$ cat src/obi_xbar_pkg.sv
/* OBI crossbar shared definitions
   Bus widths, system address map and error slave constants */

`default_nettype none

package obi_xbar_pkg;

  // Bus widths
  localparam int unsigned ADDR_WIDTH = 32;
  localparam int unsigned DATA_WIDTH = 32;
  localparam int unsigned BE_WIDTH = 4;

  // Aggregated request word of we, be, addr and wdata
  localparam int unsigned REQ_DATA_WIDTH = 1 + BE_WIDTH + ADDR_WIDTH + DATA_WIDTH;

  // Error slave sits right after the external slave ports
  localparam int unsigned NUM_EXT_SLAVES = 3;
  localparam int unsigned ERROR_IDX = 3;

  // One address window with exclusive end address
  typedef struct packed {
    logic [31:0]           idx;
    logic [ADDR_WIDTH-1:0] start_addr;
    logic [ADDR_WIDTH-1:0] end_addr;
  } addr_rule_t;

  // System address map
  localparam addr_rule_t ADDR_RULES [NUM_EXT_SLAVES] = '{
    '{idx: 32'd0, start_addr: 32'h0000_0000, end_addr: 32'h0001_0000},
    '{idx: 32'd1, start_addr: 32'h0001_0000, end_addr: 32'h0002_0000},
    '{idx: 32'd2, start_addr: 32'h2000_0000, end_addr: 32'h2000_1000}
  };

  // Returned on every access outside the map
  localparam logic [DATA_WIDTH-1:0] ERR_RDATA = 32'hbadc_ab1e;

endpackage : obi_xbar_pkg

`default_nettype wire

$ cat src/addr_decode.sv
/* Address decoder
   Maps one master address onto a slave index using the system map,
   falling back to the error slave when no rule matches */

`timescale 1ns/1ps
`default_nettype none

module addr_decode
  import obi_xbar_pkg::*;
#(
  parameter int unsigned NSLAVE = NUM_EXT_SLAVES,
  parameter int unsigned IDX_WIDTH = 2
) (
  input  logic [ADDR_WIDTH-1:0] addr_i,
  output logic [IDX_WIDTH-1:0]  idx_o,
  output logic                  dec_error_o
);

  always_comb begin
    // Default target is the error slave
    idx_o       = IDX_WIDTH'(ERROR_IDX);
    dec_error_o = 1'b1;

    // Rules do not overlap, so at most one hits
    for (int unsigned i = 0; i < NSLAVE; i++) begin
      if ((addr_i >= ADDR_RULES[i].start_addr) &&
          (addr_i < ADDR_RULES[i].end_addr)) begin
        idx_o       = ADDR_RULES[i].idx[IDX_WIDTH-1:0];
        dec_error_o = 1'b0;
      end
    end
  end

endmodule : addr_decode

`default_nettype wire

$ cat src/rr_arbiter.sv
/* Round-robin arbiter
   Picks the first requester at or after a rotating pointer */

`timescale 1ns/1ps
`default_nettype none

module rr_arbiter #(
  parameter int unsigned NIN = 3,
  localparam int unsigned IDX_W = (NIN > 1) ? $clog2(NIN) : 1
) (
  input  logic             clk_i,
  input  logic             arst_n_i,
  input  logic [NIN-1:0]   req_i,
  input  logic             accept_i,
  output logic [NIN-1:0]   sel_o,
  output logic [IDX_W-1:0] idx_o
);

  logic [IDX_W-1:0] ptr_q;
  logic             any_req;
  int unsigned      cand;

  // Scan from the pointer and wrap around once
  always_comb begin
    any_req = 1'b0;
    idx_o   = '0;
    cand    = 0;
    for (int unsigned off = 0; off < NIN; off++) begin
      cand = ptr_q + off;
      if (cand >= NIN) begin
        cand = cand - NIN;
      end
      if (!any_req && req_i[cand]) begin
        any_req = 1'b1;
        idx_o   = IDX_W'(cand);
      end
    end
  end

  assign sel_o = any_req ? (NIN'(1) << idx_o) : '0;

  // Move past the winner once the slave takes the transfer
  always_ff @(posedge clk_i or negedge arst_n_i) begin
    if (!arst_n_i) begin
      ptr_q <= '0;
    end else if (accept_i && any_req) begin
      if (idx_o == IDX_W'(NIN - 1)) begin
        ptr_q <= '0;
      end else begin
        ptr_q <= idx_o + 1'b1;
      end
    end
  end

endmodule : rr_arbiter

`default_nettype wire

$ cat src/xbar_varlat.sv
/* Variable-latency crossbar
   Arbitrates masters per slave, forwards requests and grants, and
   returns responses in order through a per-slave queue of master indices */

`timescale 1ns/1ps
`default_nettype none

module xbar_varlat #(
  parameter int unsigned NIN = 3,
  parameter int unsigned NOUT = 4,
  parameter int unsigned REQ_WIDTH = 69,
  parameter int unsigned RESP_WIDTH = 32,
  localparam int unsigned SEL_W = (NOUT > 1) ? $clog2(NOUT) : 1,
  localparam int unsigned MIDX_W = (NIN > 1) ? $clog2(NIN) : 1
) (
  input  logic                            clk_i,
  input  logic                            arst_n_i,
  // Master side
  input  logic [NIN-1:0]                  req_i,
  input  logic [NIN-1:0][SEL_W-1:0]       sel_i,
  input  logic [NIN-1:0][REQ_WIDTH-1:0]   wdata_i,
  output logic [NIN-1:0]                  gnt_o,
  output logic [NIN-1:0]                  vld_o,
  output logic [NIN-1:0][RESP_WIDTH-1:0]  rdata_o,
  // Slave side
  output logic [NOUT-1:0]                 req_o,
  output logic [NOUT-1:0][REQ_WIDTH-1:0]  wdata_o,
  input  logic [NOUT-1:0]                 gnt_i,
  input  logic [NOUT-1:0]                 vld_i,
  input  logic [NOUT-1:0][RESP_WIDTH-1:0] rdata_i
);

  localparam int unsigned CNT_W = $clog2(NIN + 1);

  logic [NOUT-1:0][NIN-1:0]    out_req;
  logic [NOUT-1:0][NIN-1:0]    win_oh;
  logic [NOUT-1:0][MIDX_W-1:0] win_idx;
  logic [NOUT-1:0]             accept;
  logic [NOUT-1:0][MIDX_W-1:0] head_idx;
  logic [NOUT-1:0]             q_empty;

  function automatic logic [MIDX_W-1:0] next_ptr(input logic [MIDX_W-1:0] p);
    return (p == MIDX_W'(NIN - 1)) ? '0 : p + 1'b1;
  endfunction

  for (genvar k = 0; k < NOUT; k++) begin : gen_out
    logic [MIDX_W-1:0] q_mem [NIN];
    logic [MIDX_W-1:0] wr_ptr_q;
    logic [MIDX_W-1:0] rd_ptr_q;
    logic [CNT_W-1:0]  cnt_q;
    logic              pop;

    // Masters whose decoded target is this slave
    for (genvar i = 0; i < NIN; i++) begin : gen_match
      assign out_req[k][i] = req_i[i] && (sel_i[i] == SEL_W'(k));
    end

    rr_arbiter #(
      .NIN(NIN)
    ) u_arb (
      .clk_i   (clk_i),
      .arst_n_i(arst_n_i),
      .req_i   (out_req[k]),
      .accept_i(accept[k]),
      .sel_o   (win_oh[k]),
      .idx_o   (win_idx[k])
    );

    assign req_o[k]   = |out_req[k];
    assign wdata_o[k] = wdata_i[win_idx[k]];
    assign accept[k]  = req_o[k] & gnt_i[k];

    // Order queue holds one entry per master
    assign pop         = vld_i[k] && !q_empty[k];
    assign q_empty[k]  = (cnt_q == '0);
    assign head_idx[k] = q_mem[rd_ptr_q];

    always_ff @(posedge clk_i) begin
      if (accept[k]) begin
        q_mem[wr_ptr_q] <= win_idx[k];
      end
    end

    always_ff @(posedge clk_i or negedge arst_n_i) begin
      if (!arst_n_i) begin
        wr_ptr_q <= '0;
        rd_ptr_q <= '0;
        cnt_q    <= '0;
      end else begin
        if (accept[k]) begin
          wr_ptr_q <= next_ptr(wr_ptr_q);
        end
        if (pop) begin
          rd_ptr_q <= next_ptr(rd_ptr_q);
        end
        if (accept[k] && !pop) begin
          cnt_q <= cnt_q + 1'b1;
        end else if (!accept[k] && pop) begin
          cnt_q <= cnt_q - 1'b1;
        end
      end
    end
  end

  // Grant goes back only to the arbitration winner
  always_comb begin
    gnt_o = '0;
    for (int unsigned k = 0; k < NOUT; k++) begin
      for (int unsigned i = 0; i < NIN; i++) begin
        gnt_o[i] = gnt_o[i] | (win_oh[k][i] & gnt_i[k]);
      end
    end
  end

  // Steer each response to the master at the queue head
  always_comb begin
    vld_o   = '0;
    rdata_o = '0;
    for (int unsigned i = 0; i < NIN; i++) begin
      for (int unsigned k = 0; k < NOUT; k++) begin
        if (vld_i[k] && !q_empty[k] && (head_idx[k] == MIDX_W'(i))) begin
          vld_o[i]   = 1'b1;
          rdata_o[i] = rdata_i[k];
        end
      end
    end
  end

endmodule : xbar_varlat

`default_nettype wire

$ cat src/err_slave.sv
/* Error slave
   Grants every request and answers one cycle later with the error word */

`timescale 1ns/1ps
`default_nettype none

module err_slave
  import obi_xbar_pkg::*;
(
  input  logic                  clk_i,
  input  logic                  arst_n_i,
  input  logic                  req_i,
  output logic                  gnt_o,
  output logic                  rvalid_o,
  output logic [DATA_WIDTH-1:0] rdata_o
);

  logic pending_q;

  // Always ready
  assign gnt_o = req_i;

  always_ff @(posedge clk_i or negedge arst_n_i) begin
    if (!arst_n_i) begin
      pending_q <= 1'b0;
    end else begin
      pending_q <= req_i;
    end
  end

  assign rvalid_o = pending_q;
  assign rdata_o  = pending_q ? ERR_RDATA : '0;

endmodule : err_slave

`default_nettype wire

$ cat src/system_xbar.sv
/* System interconnect top
   Decodes master addresses, routes them through the crossbar to the
   external slaves, and catches unmapped accesses in the error slave */

`timescale 1ns/1ps
`default_nettype none

module system_xbar
  import obi_xbar_pkg::*;
#(
  parameter int unsigned NMASTER = 3,
  parameter int unsigned NSLAVE = NUM_EXT_SLAVES
) (
  input  logic                                  clk_i,
  input  logic                                  arst_n_i,
  // Masters
  input  logic [NMASTER-1:0]                    master_req_i,
  input  logic [NMASTER-1:0]                    master_we_i,
  input  logic [NMASTER-1:0][BE_WIDTH-1:0]      master_be_i,
  input  logic [NMASTER-1:0][ADDR_WIDTH-1:0]    master_addr_i,
  input  logic [NMASTER-1:0][DATA_WIDTH-1:0]    master_wdata_i,
  output logic [NMASTER-1:0]                    master_gnt_o,
  output logic [NMASTER-1:0]                    master_rvalid_o,
  output logic [NMASTER-1:0][DATA_WIDTH-1:0]    master_rdata_o,
  // External slaves
  output logic [NSLAVE-1:0]                     slave_req_o,
  output logic [NSLAVE-1:0]                     slave_we_o,
  output logic [NSLAVE-1:0][BE_WIDTH-1:0]       slave_be_o,
  output logic [NSLAVE-1:0][ADDR_WIDTH-1:0]     slave_addr_o,
  output logic [NSLAVE-1:0][DATA_WIDTH-1:0]     slave_wdata_o,
  input  logic [NSLAVE-1:0]                     slave_gnt_i,
  input  logic [NSLAVE-1:0]                     slave_rvalid_i,
  input  logic [NSLAVE-1:0][DATA_WIDTH-1:0]     slave_rdata_i
);

  // Error slave is the extra last output
  localparam int unsigned NOUT = NSLAVE + 1;
  localparam int unsigned SEL_WIDTH = $clog2(NOUT);

  logic [NMASTER-1:0][SEL_WIDTH-1:0]      port_sel;
  logic [NMASTER-1:0][REQ_DATA_WIDTH-1:0] master_word;
  logic [NOUT-1:0]                        xbar_req;
  logic [NOUT-1:0][REQ_DATA_WIDTH-1:0]    xbar_word;
  logic [NOUT-1:0]                        xbar_gnt;
  logic [NOUT-1:0]                        xbar_rvalid;
  logic [NOUT-1:0][DATA_WIDTH-1:0]        xbar_rdata;

  for (genvar i = 0; i < NMASTER; i++) begin : gen_master
    addr_decode #(
      .NSLAVE   (NSLAVE),
      .IDX_WIDTH(SEL_WIDTH)
    ) u_addr_decode (
      .addr_i     (master_addr_i[i]),
      .idx_o      (port_sel[i]),
      .dec_error_o()
    );

    assign master_word[i] = {master_we_i[i], master_be_i[i],
                             master_addr_i[i], master_wdata_i[i]};
  end

  xbar_varlat #(
    .NIN       (NMASTER),
    .NOUT      (NOUT),
    .REQ_WIDTH (REQ_DATA_WIDTH),
    .RESP_WIDTH(DATA_WIDTH)
  ) u_xbar (
    .clk_i   (clk_i),
    .arst_n_i(arst_n_i),
    .req_i   (master_req_i),
    .sel_i   (port_sel),
    .wdata_i (master_word),
    .gnt_o   (master_gnt_o),
    .vld_o   (master_rvalid_o),
    .rdata_o (master_rdata_o),
    .req_o   (xbar_req),
    .wdata_o (xbar_word),
    .gnt_i   (xbar_gnt),
    .vld_i   (xbar_rvalid),
    .rdata_i (xbar_rdata)
  );

  for (genvar k = 0; k < NSLAVE; k++) begin : gen_slave
    assign slave_req_o[k] = xbar_req[k];
    assign {slave_we_o[k], slave_be_o[k], slave_addr_o[k], slave_wdata_o[k]} = xbar_word[k];
    assign xbar_gnt[k]    = slave_gnt_i[k];
    assign xbar_rvalid[k] = slave_rvalid_i[k];
    assign xbar_rdata[k]  = slave_rdata_i[k];
  end

  // Unmapped accesses end here
  err_slave u_err_slave (
    .clk_i   (clk_i),
    .arst_n_i(arst_n_i),
    .req_i   (xbar_req[NSLAVE]),
    .gnt_o   (xbar_gnt[NSLAVE]),
    .rvalid_o(xbar_rvalid[NSLAVE]),
    .rdata_o (xbar_rdata[NSLAVE])
  );

endmodule : system_xbar

`default_nettype wire

$ cat config.mk
export PLATFORM = sky130hd
export DESIGN_NAME = system_xbar
export DESIGN_NICKNAME = d
export VERILOG_FILES = /design/src/obi_xbar_pkg.sv /design/src/addr_decode.sv /design/src/rr_arbiter.sv /design/src/xbar_varlat.sv /design/src/err_slave.sv /design/src/system_xbar.sv
export SDC_FILE = /design/constraint.sdc
export NUM_CORES = 1
export LEC_CHECK = 0
export BUFFER_PORTS_ARGS = -buffer_cell sky130_fd_sc_hd__buf_2
export CAP_MARGIN = 20
export CORE_AREA = 5 5 240 242
export CTS_BUF_LIST = sky130_fd_sc_hd__clkbuf_4
export DETAILED_ROUTE_END_ITERATION = 8
export DIE_AREA = 0 0 245 247
export PLACE_DENSITY = 0.46
export SYNTH_ARGS = -nofsm -noshare
export SYNTH_HDL_FRONTEND = slang
export SYNTH_SLANG_ARGS = --single-unit
$ cat constraint.sdc
create_clock -name clk_i -period 5.93 [get_ports clk_i]
set_input_delay 0.593 -clock clk_i [delete_from_list [all_inputs] [get_ports clk_i]]
set_output_delay 0.593 -clock clk_i [all_outputs]
set_load 0.1 [all_outputs]
### Word level (Yosys, flattened, before mapping)

Memories as Yosys holds them, arrays and structs flattened.
Index checks and enable logic that the tools add are counted.

* add/sub/neg operators: 40
* $lt $le $gt $ge: 45
* equal/unequal tests: 29
* shift-type cells: 4
* mux-type cells: 132
* bitwise gates (word level): 24
* reduce and logical (&&, ||, !) cells: 96

Operators by type and width (count)
* 32-bit two-way mux: 25
* 69-bit binary-select mux with 2-bit select: 3
* 32-bit by 3-bit < comparator with 1-bit output, second input constant: 12
* 69-bit two-way mux: 3
* 32-bit by 1-bit >= comparator with 1-bit output, second input constant: 3
* 32-bit by 17-bit >= comparator with 1-bit output, second input constant: 3
* 32-bit by 30-bit >= comparator with 1-bit output, second input constant: 3
* 32-bit by 17-bit < comparator with 1-bit output, second input constant: 3
* 32-bit by 18-bit < comparator with 1-bit output, second input constant: 3
* 32-bit by 30-bit < comparator with 1-bit output, second input constant: 3
* 2-bit two-way mux: 41
* 1-bit logical AND: 57
* 2-bit == test, second input constant: 22
* 1-bit two-way mux: 44
* 2-bit by 1-bit adder with 2-bit output, second input constant: 16
* 3-bit by 2-bit subtractor with 4-bit output, second input constant: 8
* 1-bit binary-select mux with 2-bit select: 12
* 3-bit by 2-bit >= comparator with 1-bit output, second input constant: 8
* 2-bit zero test: 11
* 1-bit zero test: 20
* 1-bit bitwise AND: 15
* 2-bit by 1-bit == test with 1-bit output, second input constant: 7
* 2-bit by 1-bit adder with 3-bit output, second input constant: 4
* 2-bit by 2-bit adder with 3-bit output, second input constant: 4
* 9 further kinds: 40

* register bits: 33
* bits in writable memories: 24
* logic and storage cells: 391
* memories: 4

Memories
* u_xbar.gen_out[0].q_mem: words 3, bits a word 2, read ports 1, clocked after memory_dff 0, write ports 1, RTL line xbar_varlat.sv:47 `logic [MIDX_W-1:0] q_mem [NIN];`
* u_xbar.gen_out[1].q_mem: words 3, bits a word 2, read ports 1, clocked after memory_dff 0, write ports 1, RTL line xbar_varlat.sv:47
* u_xbar.gen_out[2].q_mem: words 3, bits a word 2, read ports 1, clocked after memory_dff 0, write ports 1, RTL line xbar_varlat.sv:47
* u_xbar.gen_out[3].q_mem: words 3, bits a word 2, read ports 1, clocked after memory_dff 0, write ports 1, RTL line xbar_varlat.sv:47

### Depth between registers and ports, before layout

Gate-level depths: netlist of the first run.

* word-level depth: 22
* mapped depth: 11
* depth with buffers taken out: 10

### By module

From an unflattened synthesis of the first run, not the netlist that was laid out.

* cells, all modules: 1852
* area, all modules: 13106.3 um^2

By module, submodules not included
* xbar_varlat: instances 1, cells an instance 1579, area each 10949.3 um^2, seq. area each 1321.3 um^2
* rr_arbiter: instances 4, cells an instance 52, area each 420.4 um^2, seq. area each 50.0 um^2
* err_slave: instances 1, cells an instance 35, area each 276.5 um^2, seq. area each 25.0 um^2
* addr_decode: instances 3, cells an instance 10, area each 66.3 um^2, seq. area each 0.0 um^2

### Worst setup path before layout of the first run

Ideal clock, no wire load.

* kind: in2out
* from: input port master_addr_i[17] in the netlist's numbering
* to: output port slave_wdata_o[24] in the netlist's numbering
* arrival time: 4.405 ns
* data required time: 5.337 ns
* setup slack: 0.932 ns
* cell stages on the path: 9
* cells stage by stage: nor4_2 > and4_1 > nand3_2 > maj3_2 > o221a_1 > buf_2 > or2_1 > buf_4 > o21ai_0

RTL lines
* start, declared: RTL line system_xbar.sv:20 `input logic [NMASTER-1:0][ADDR_WIDTH-1:0] master_addr_i,`
* end, declared: RTL line system_xbar.sv:30 `output logic [NSLAVE-1:0][DATA_WIDTH-1:0] slave_wdata_o,`

==> results_dict.tcl, run 1 <==
set metrics [dict create \
    multi_input_area_mm2 0.006698 \
    ant_nets 0 \
    post-route-period-util_pct 77.31 \
    drtIter0Drc 953 \
    antenna_found_initial 35 \
    status "complete, no violations" \
    drc 0 \
    hold_viol 0 \
    postCtsSetupBuffers 0 \
    synth_xor_xnor_area_share_pct 1.185 \
    grt_max_degree 59 \
    yosys_warnings 0 \
    synth_edf_count 24 \
    cts-buffers-inserted 9 \
    fp.dieH_um 247 \
    slew_violations 0 \
    syn_inst 1272 \
    cts-htree-levels 3 \
    routedWlPerCell_um 23.41 \
    cts_sinks 57 \
    netlist_area_mm2 0.008866 \
    io_pins 626 \
    synth_seq_cells 57 \
    wl_um 59940 \
    cap_violations 0 \
    grt_overflow_total 0 \
    vias 12720 \
    synth_ff_type "dfrtp_1" \
    rsz0062_at_grt "false" \
    num_rows 86 \
    power_leakage_nw 6.255 \
    hpwl_um 48510 \
    ir_drop_v 0.0004919 \
    start_kind "input port" \
    worstPathMaxFanout 39 \
    clockBufferDepth 2 \
    clockRootBuffer "clkbuf_4" \
    grt_pass1_vias 12370 \
    clock_latency_ns 0.42 \
    period_minus_slack_ns 4.585 \
    clock_skew_ns 0.02174 \
    grt_usage_pct 18.16 \
    synth_cell_types 65 \
    seqCellArea_mm2 0.001546 \
    synthSimpleGateAreaFrac_pct 24.13 \
    async_flop_share_pct 57.89 \
    clock.fmax_mhz 218.1 \
    postCtsResizedCells 0 \
    port_buffers 625 \
    hold_buffers 0 \
    via_per_inst 4.968 \
    coreArea_mm2 0.05488 \
    start_util_pct 16.16 \
    cp_data_arrival_time_ns 3.99 \
    pwr_density_cell_mw_per_mm2 531.3 \
    synthMuxAreaShare_pct 12.25 \
    cp-end-kind "output pin" \
    whs_ns 0.2480 \
    synthAdderAreaFrac_pct 2.046 \
    syn_nets 1598 \
    tightest_slew_ns 1.049 \
    first_pass_iters 8 \
    fillers 6248 \
    total_power_mw 6.881 \
    worstSetupPathType "input port to output pin" \
    drive_above_1_share_pct 40.86 \
    fin_nets 2164 \
    yosysSeqAreaShare_pct 17.44 \
    finish.utilization_pct 23.60 \
    grt_pass1_wl_um 83830 \
    clk_pin_slew_ns 0.11 \
    gp_congestion 0.9360 \
    setup_viol 0 \
    synth_top_family_by_area "compound AO/OA/AOI/OAI gates" \
    maxSlewHeadroom_pct 30.08 \
    synthToLayoutAreaGrowth_pct 46.08 \
    final.setup.tns_ns 0 \
    die_w_um 245 \
    synth.avg_cell_area_um2 6.970 \
    fp.dieArea_mm2 0.06052 \
    hp-class "input port to async pin" \
    synth-compound-area-share_pct 34.87 \
    cts_tree "yes" \
    worstPathRequired_ns 5.34 \
]
==> flip-flops by register name, summed over array words and instances, names as in the netlist <==
| name | cells |
|---|---|
| u_xbar.gen_out.u_arb.ptr_q | 8 |
| u_xbar.gen_out.q_mem | 24 |
| u_xbar.gen_out.wr_ptr_q | 8 |
| u_xbar.gen_out.rd_ptr_q | 8 |
| u_err_slave.rvalid_o | 1 |
| u_xbar.gen_out.cnt_q | 8 |
==> cell usage after synthesis, drive strengths merged, types with 24 or more instances <==
library cell / count / area [um^2]
dfrtp: 33 / 825.8
and2: 32 / 200.2
a211oi: 40 / 305.3
o21ai: 137 / 869.6
nand2: 244 / 915.9
nor2: 65 / 244.0
nor3: 26 / 130.1
edfxtp: 24 / 720.7
a22oi: 155 / 1164
clkbuf: 69 / 259.0
mux2i: 104 / 1041
inv: 72 / 270.3
a21oi: 65 / 329.1
buf: 31 / 186.4
==> cell type report <==
cell class / instances / area share (%)
Clock buffer: 12 / 0.6956
Sequential cell: 57 / 11.94
Clock inverter: 4 / 0.5217
Tap cell: 704 / 6.801
Multi-Input combinational cell: 1043 / 51.71
Inverter: 72 / 2.087
Timing Repair Buffer: 655 / 25.99
Antenna cell: 13 / 0.2512
==> where the power goes <==
group	internal, mW	switching [mW]
sequential	0.503	0.0788
combinational	0.896	5.07
clock	0.183	0.148
total	1.58	5.30
==> placed cells by master, fill, tap and decap left out, types with 13 or more instances in the layout <==
master,n
a211oi_1,39
nand2_1,244
nor2_1,62
nor3_1,23
and3_1,20
buf_4,29
o21ai_2,49
a22oi_1,155
mux2i_1,104
diode_2,13
inv_1,72
buf_2,625
and2_1,31
a21oi_1,64
o21ai_0,84
dfrtp_1,33
edfxtp_1,24
==> cell families (layout without fill, tap and decap cells) <==
kind of cell    count (synthesis)  in the layout
simple gates                  462            462
compound gates                446            446
buf+inv                       172            743
mux                           108            108
flops                          57             57
fa+ha+maj                      15             15
xor+xnor                       12             12
other cells                     0             13
==> per-layer routing <==
layer  vias up  GRT usage [%]  wire (um)
li1       5784              -          -
met1      5935          20.35      21490
met2       785          31.28      28940
met3       175          5.339       5862
met4        38          9.488       3373
met5         -              0        266
==> per-stage QoR <==
stage	cell area (um^2)	std cells	worst slack [ns]
after floorplan	8866	1272	0.9320
after global placement	12760	2531	1.403
after detailed placement	12760	2531	1.328
after CTS	12920	2547	1.317
after global routing	12940	2555	1.081
final	12950	2560	1.345
==> worst paths after layout <==
kind,start,end,slack [ns],cells past startpoint
max,master_addr_i[44],slave_wdata_o[80],1.35,9
min,arst_n_i,u_xbar.gen_out[0].u_arb.ptr_q[1],0.25,1
max reg2reg,u_xbar.gen_out[2].u_arb.ptr_q[0],u_xbar.gen_out[2].u_arb.ptr_q[1],3.09,8
min reg2reg,u_xbar.gen_out[1].cnt_q[1],u_xbar.gen_out[1].cnt_q[1],0.47,1
max in group asynchronous,arst_n_i,u_xbar.gen_out[3].u_arb.ptr_q[1],5.14,1
min in group clk_i,u_xbar.gen_out[1].cnt_q[1],u_xbar.gen_out[1].cnt_q[1],0.47,1
==> critical path, stage by stage <==
cell and delay [ns]:
buf_2 0.11, or4_1 0.63, or3b_2 0.51, nor2_1 0.21
and2_2 0.89, buf_4 0.36, a22oi_1 0.10, nand2_1 0.12
buf_2 0.43
Power figures use the tool's default switching activity.
==> run 2, diff against run 1 <==
Settings changed: ABC_AREA set to 1, CORE_AREA 5 5 240 242 to 5 5 242 244, DIE_AREA 0 0 245 247 to 0 0 247 249, PLACE_DENSITY 0.46 to 0.49.
Clock period 5.93 ns to 4.7 ns, I/O delays scaled along.
==> run 2 against run 1 <==
- flip-flop and latch count is the same
- critical endpoint is now slave_addr_o[36]
- register-to-register slack lost 1.0 ns
- non-clock buffer count grew 10
- critical path type is now flip-flop to output pin
- core utilization grew 8.6 points
==> results_dict.tcl, run 2 <==
set metrics [dict create \
    hpwl_um 54740 \
    grt_pass1_wl_um 100500 \
    synth_edf_count 24 \
    first_pass_iters 6 \
    critical_path_buf_inv_count 5 \
    drc 0 \
    gp_congestion 0.9392 \
    yosys_warnings 0 \
    via_per_inst 4.991 \
    async_flop_share_pct 57.89 \
    fp.dieArea_mm2 0.06150 \
    period_minus_slack_ns 4.034 \
    cp-end-kind "output pin" \
    layout_common_cells "431 x nand2_1, 430 x nand3_1, 388 x buf_2" \
    hp-class "input port to async pin" \
    max_stage_delay_ns 0.42 \
    antenna_found_initial 22 \
    netlist.area_leader.share_pct 20.43 \
    cp_data_arrival_time_ns 3.56 \
    crit_slowest_cell "ha_1" \
    synth_cell_types 45 \
    rsz0062_at_grt "false" \
    slew_violations 0 \
    tightest_slew_ns 0.8264 \
    io_pins 626 \
    synthToLayoutAreaGrowth_pct 71.19 \
    drive_above_1_share_pct 30.20 \
    largest_reg_flops 24 \
    ff2ff_setup_slack_ns 2.07 \
    maxSlewHeadroom_pct 44.91 \
    clock.fmax_mhz 247.9 \
    syn_inst 1886 \
    die_w_um 247 \
    synth.avg_cell_area_um2 5.584 \
    yosysSeqAreaShare_pct 14.68 \
    worstSetupPathType "flip-flop to output pin" \
    crit_family "buffers and inverters" \
    crit_path_frequent_cell "nand3_1" \
    wl_um 69540 \
    post-route-period-util_pct 85.83 \
    grt_max_degree 88 \
    final.setup.tns_ns 0 \
    postCtsResizedCells 0 \
    postCtsSetupBuffers 0 \
    status "complete, no violations" \
    cp_cell_sequence "inv_1 > ha_1 > clkinv_1 > nand2_1 > nand3_1 > nand2_1 > inv_1 > nand3_1 > nand3_2 > nand2_2 > buf_4 > nand3_1 > o211ai_1 > buf_12" \
    netlist_area_mm2 0.01053 \
    clock_latency_ns 0.39 \
    coreArea_mm2 0.05606 \
    worstPathMaxFanout 24 \
    synth_area_leaders "nand3_1 20%, nand2_1 15%, o211ai_1 10%" \
    setup_viol 0 \
    cts_tree "yes" \
    start_util_pct 18.79 \
    hold_buffers 0 \
    grt_usage_pct 20.99 \
    largest-register "u_xbar.gen_out.q_mem" \
    layout_commonest_cell "nand2_1" \
    cts-htree-levels 3 \
    clockBufferDepth 2 \
    clock_skew_ns 0.008235 \
    r2r-start "u_xbar.gen_out[1].u_arb.ptr_q[0]" \
    synth.largest_area_cell "nand3_1" \
    cts-buffers-inserted 9 \
    clk_pin_slew_ns 0.10 \
    synth_ff_type "dfrtp_1" \
    grt_pass1_vias 15120 \
    netlist_top_cells_count "431 x nand2_1, 430 x nand3_1, 195 x inv_1, 146 x o211ai_1, 139 x nor2_1" \
    drtIter0Drc 1410 \
    clockRootBuffer "clkbuf_4" \
    fillers 6200 \
    cap_violations 0 \
    rr_worst_depth 11 \
    synth_seq_cells 57 \
    grt_overflow_total 0 \
    num_rows 87 \
    routedWlPerCell_um 21.70 \
    syn_nets 2212 \
    worstPathRequired_ns 4.23 \
    ant_nets 0 \
    hold_viol 0 \
    start_kind "flip-flop" \
    port_buffers 625 \
    r2r-end "u_xbar.gen_out[1].u_arb.ptr_q[1]" \
    yosysMostFrequentCell "nand2_1" \
    fin_nets 2758 \
    fp.dieH_um 249 \
    cts_sinks 57 \
    vias 16000 \
]
[run 2: final cells by class]
class	count	area [um^2]	share of cell area, %
Antenna cell	12	30.03	0.1666
Multi-Input combinational cell	1486	7557	41.92
Clock buffer	9	67.56	0.3748
Tap cell	756	945.9	5.247
Timing Repair Buffer	665	7012	38.89
Clock inverter	7	70.07	0.3886
Sequential cell	57	1546	8.578
Inverter	213	799.5	4.435
[run 2: cells by family after synthesis]
kind of cell	count (synthesis)	share of synthesized area (%)
buf+inv	343	13.56
simple gates	1080	46.56
xor+xnor	8	0.6653
fa+ha+maj	12	1.426
flops	57	14.68
mux	1	0.1069
compound gates	385	23.00
[run 2: routing by layer]
metal	routed length (um)	share of wire (%)	track usage (%)	up-vias
met1	25730	37	24.14	7417
met3	6175	8.9	4.925	135
met2	34010	49	36.92	841
met4	3491	5.0	9.118	20
li1	-	-	-	7582
met5	138	0.20	0	-
[run 2: worst max-delay path by stage]
stage	from	endpoint	slack (ns)	cells after the start
floorplan	u_xbar.gen_out[1].rd_ptr_q[1]	master_rdata_o[39]	0.46	8
global placement	master_addr_i[24]	master_gnt_o[2]	0.94	15
detailed placement	master_addr_i[24]	master_gnt_o[2]	0.93	15
CTS	u_xbar.gen_out[1].u_arb.ptr_q[0]	slave_addr_o[50]	0.69	13
global route	u_xbar.gen_out[1].u_arb.ptr_q[0]	slave_addr_o[50]	0.36	13
finish	u_xbar.gen_out[1].u_arb.ptr_q[0]	slave_addr_o[36]	0.67	14
[run 2: per-stage QoR]
| step | instance area, um^2 | worst slack [ns] | utilization, % | std cells | hold slack (ns) |
|---|---|---|---|---|---|
| 5_1_grt | 18010 | 0.3634 | 32.13 | 3199 | 0.1882 |
| 6_report | 18030 | 0.6658 | 32.16 | 3205 | 0.1505 |
| 3_3_place_gp | 17860 | 0.9412 | 31.86 | 3177 | 0.4562 |
| 4_1_cts | 18000 | 0.6883 | 32.11 | 3193 | 0.1652 |
| 3_5_place_dp | 17860 | 0.9255 | 31.86 | 3177 | 0.4630 |
| 2_1_floorplan | 10530 | 0.4632 | - | 1886 | 0.1744 |
Power of run 2 is left out: the tool's default activity adds up to more than one toggle a clock period on the data nets, which glitch-free logic cannot reach.
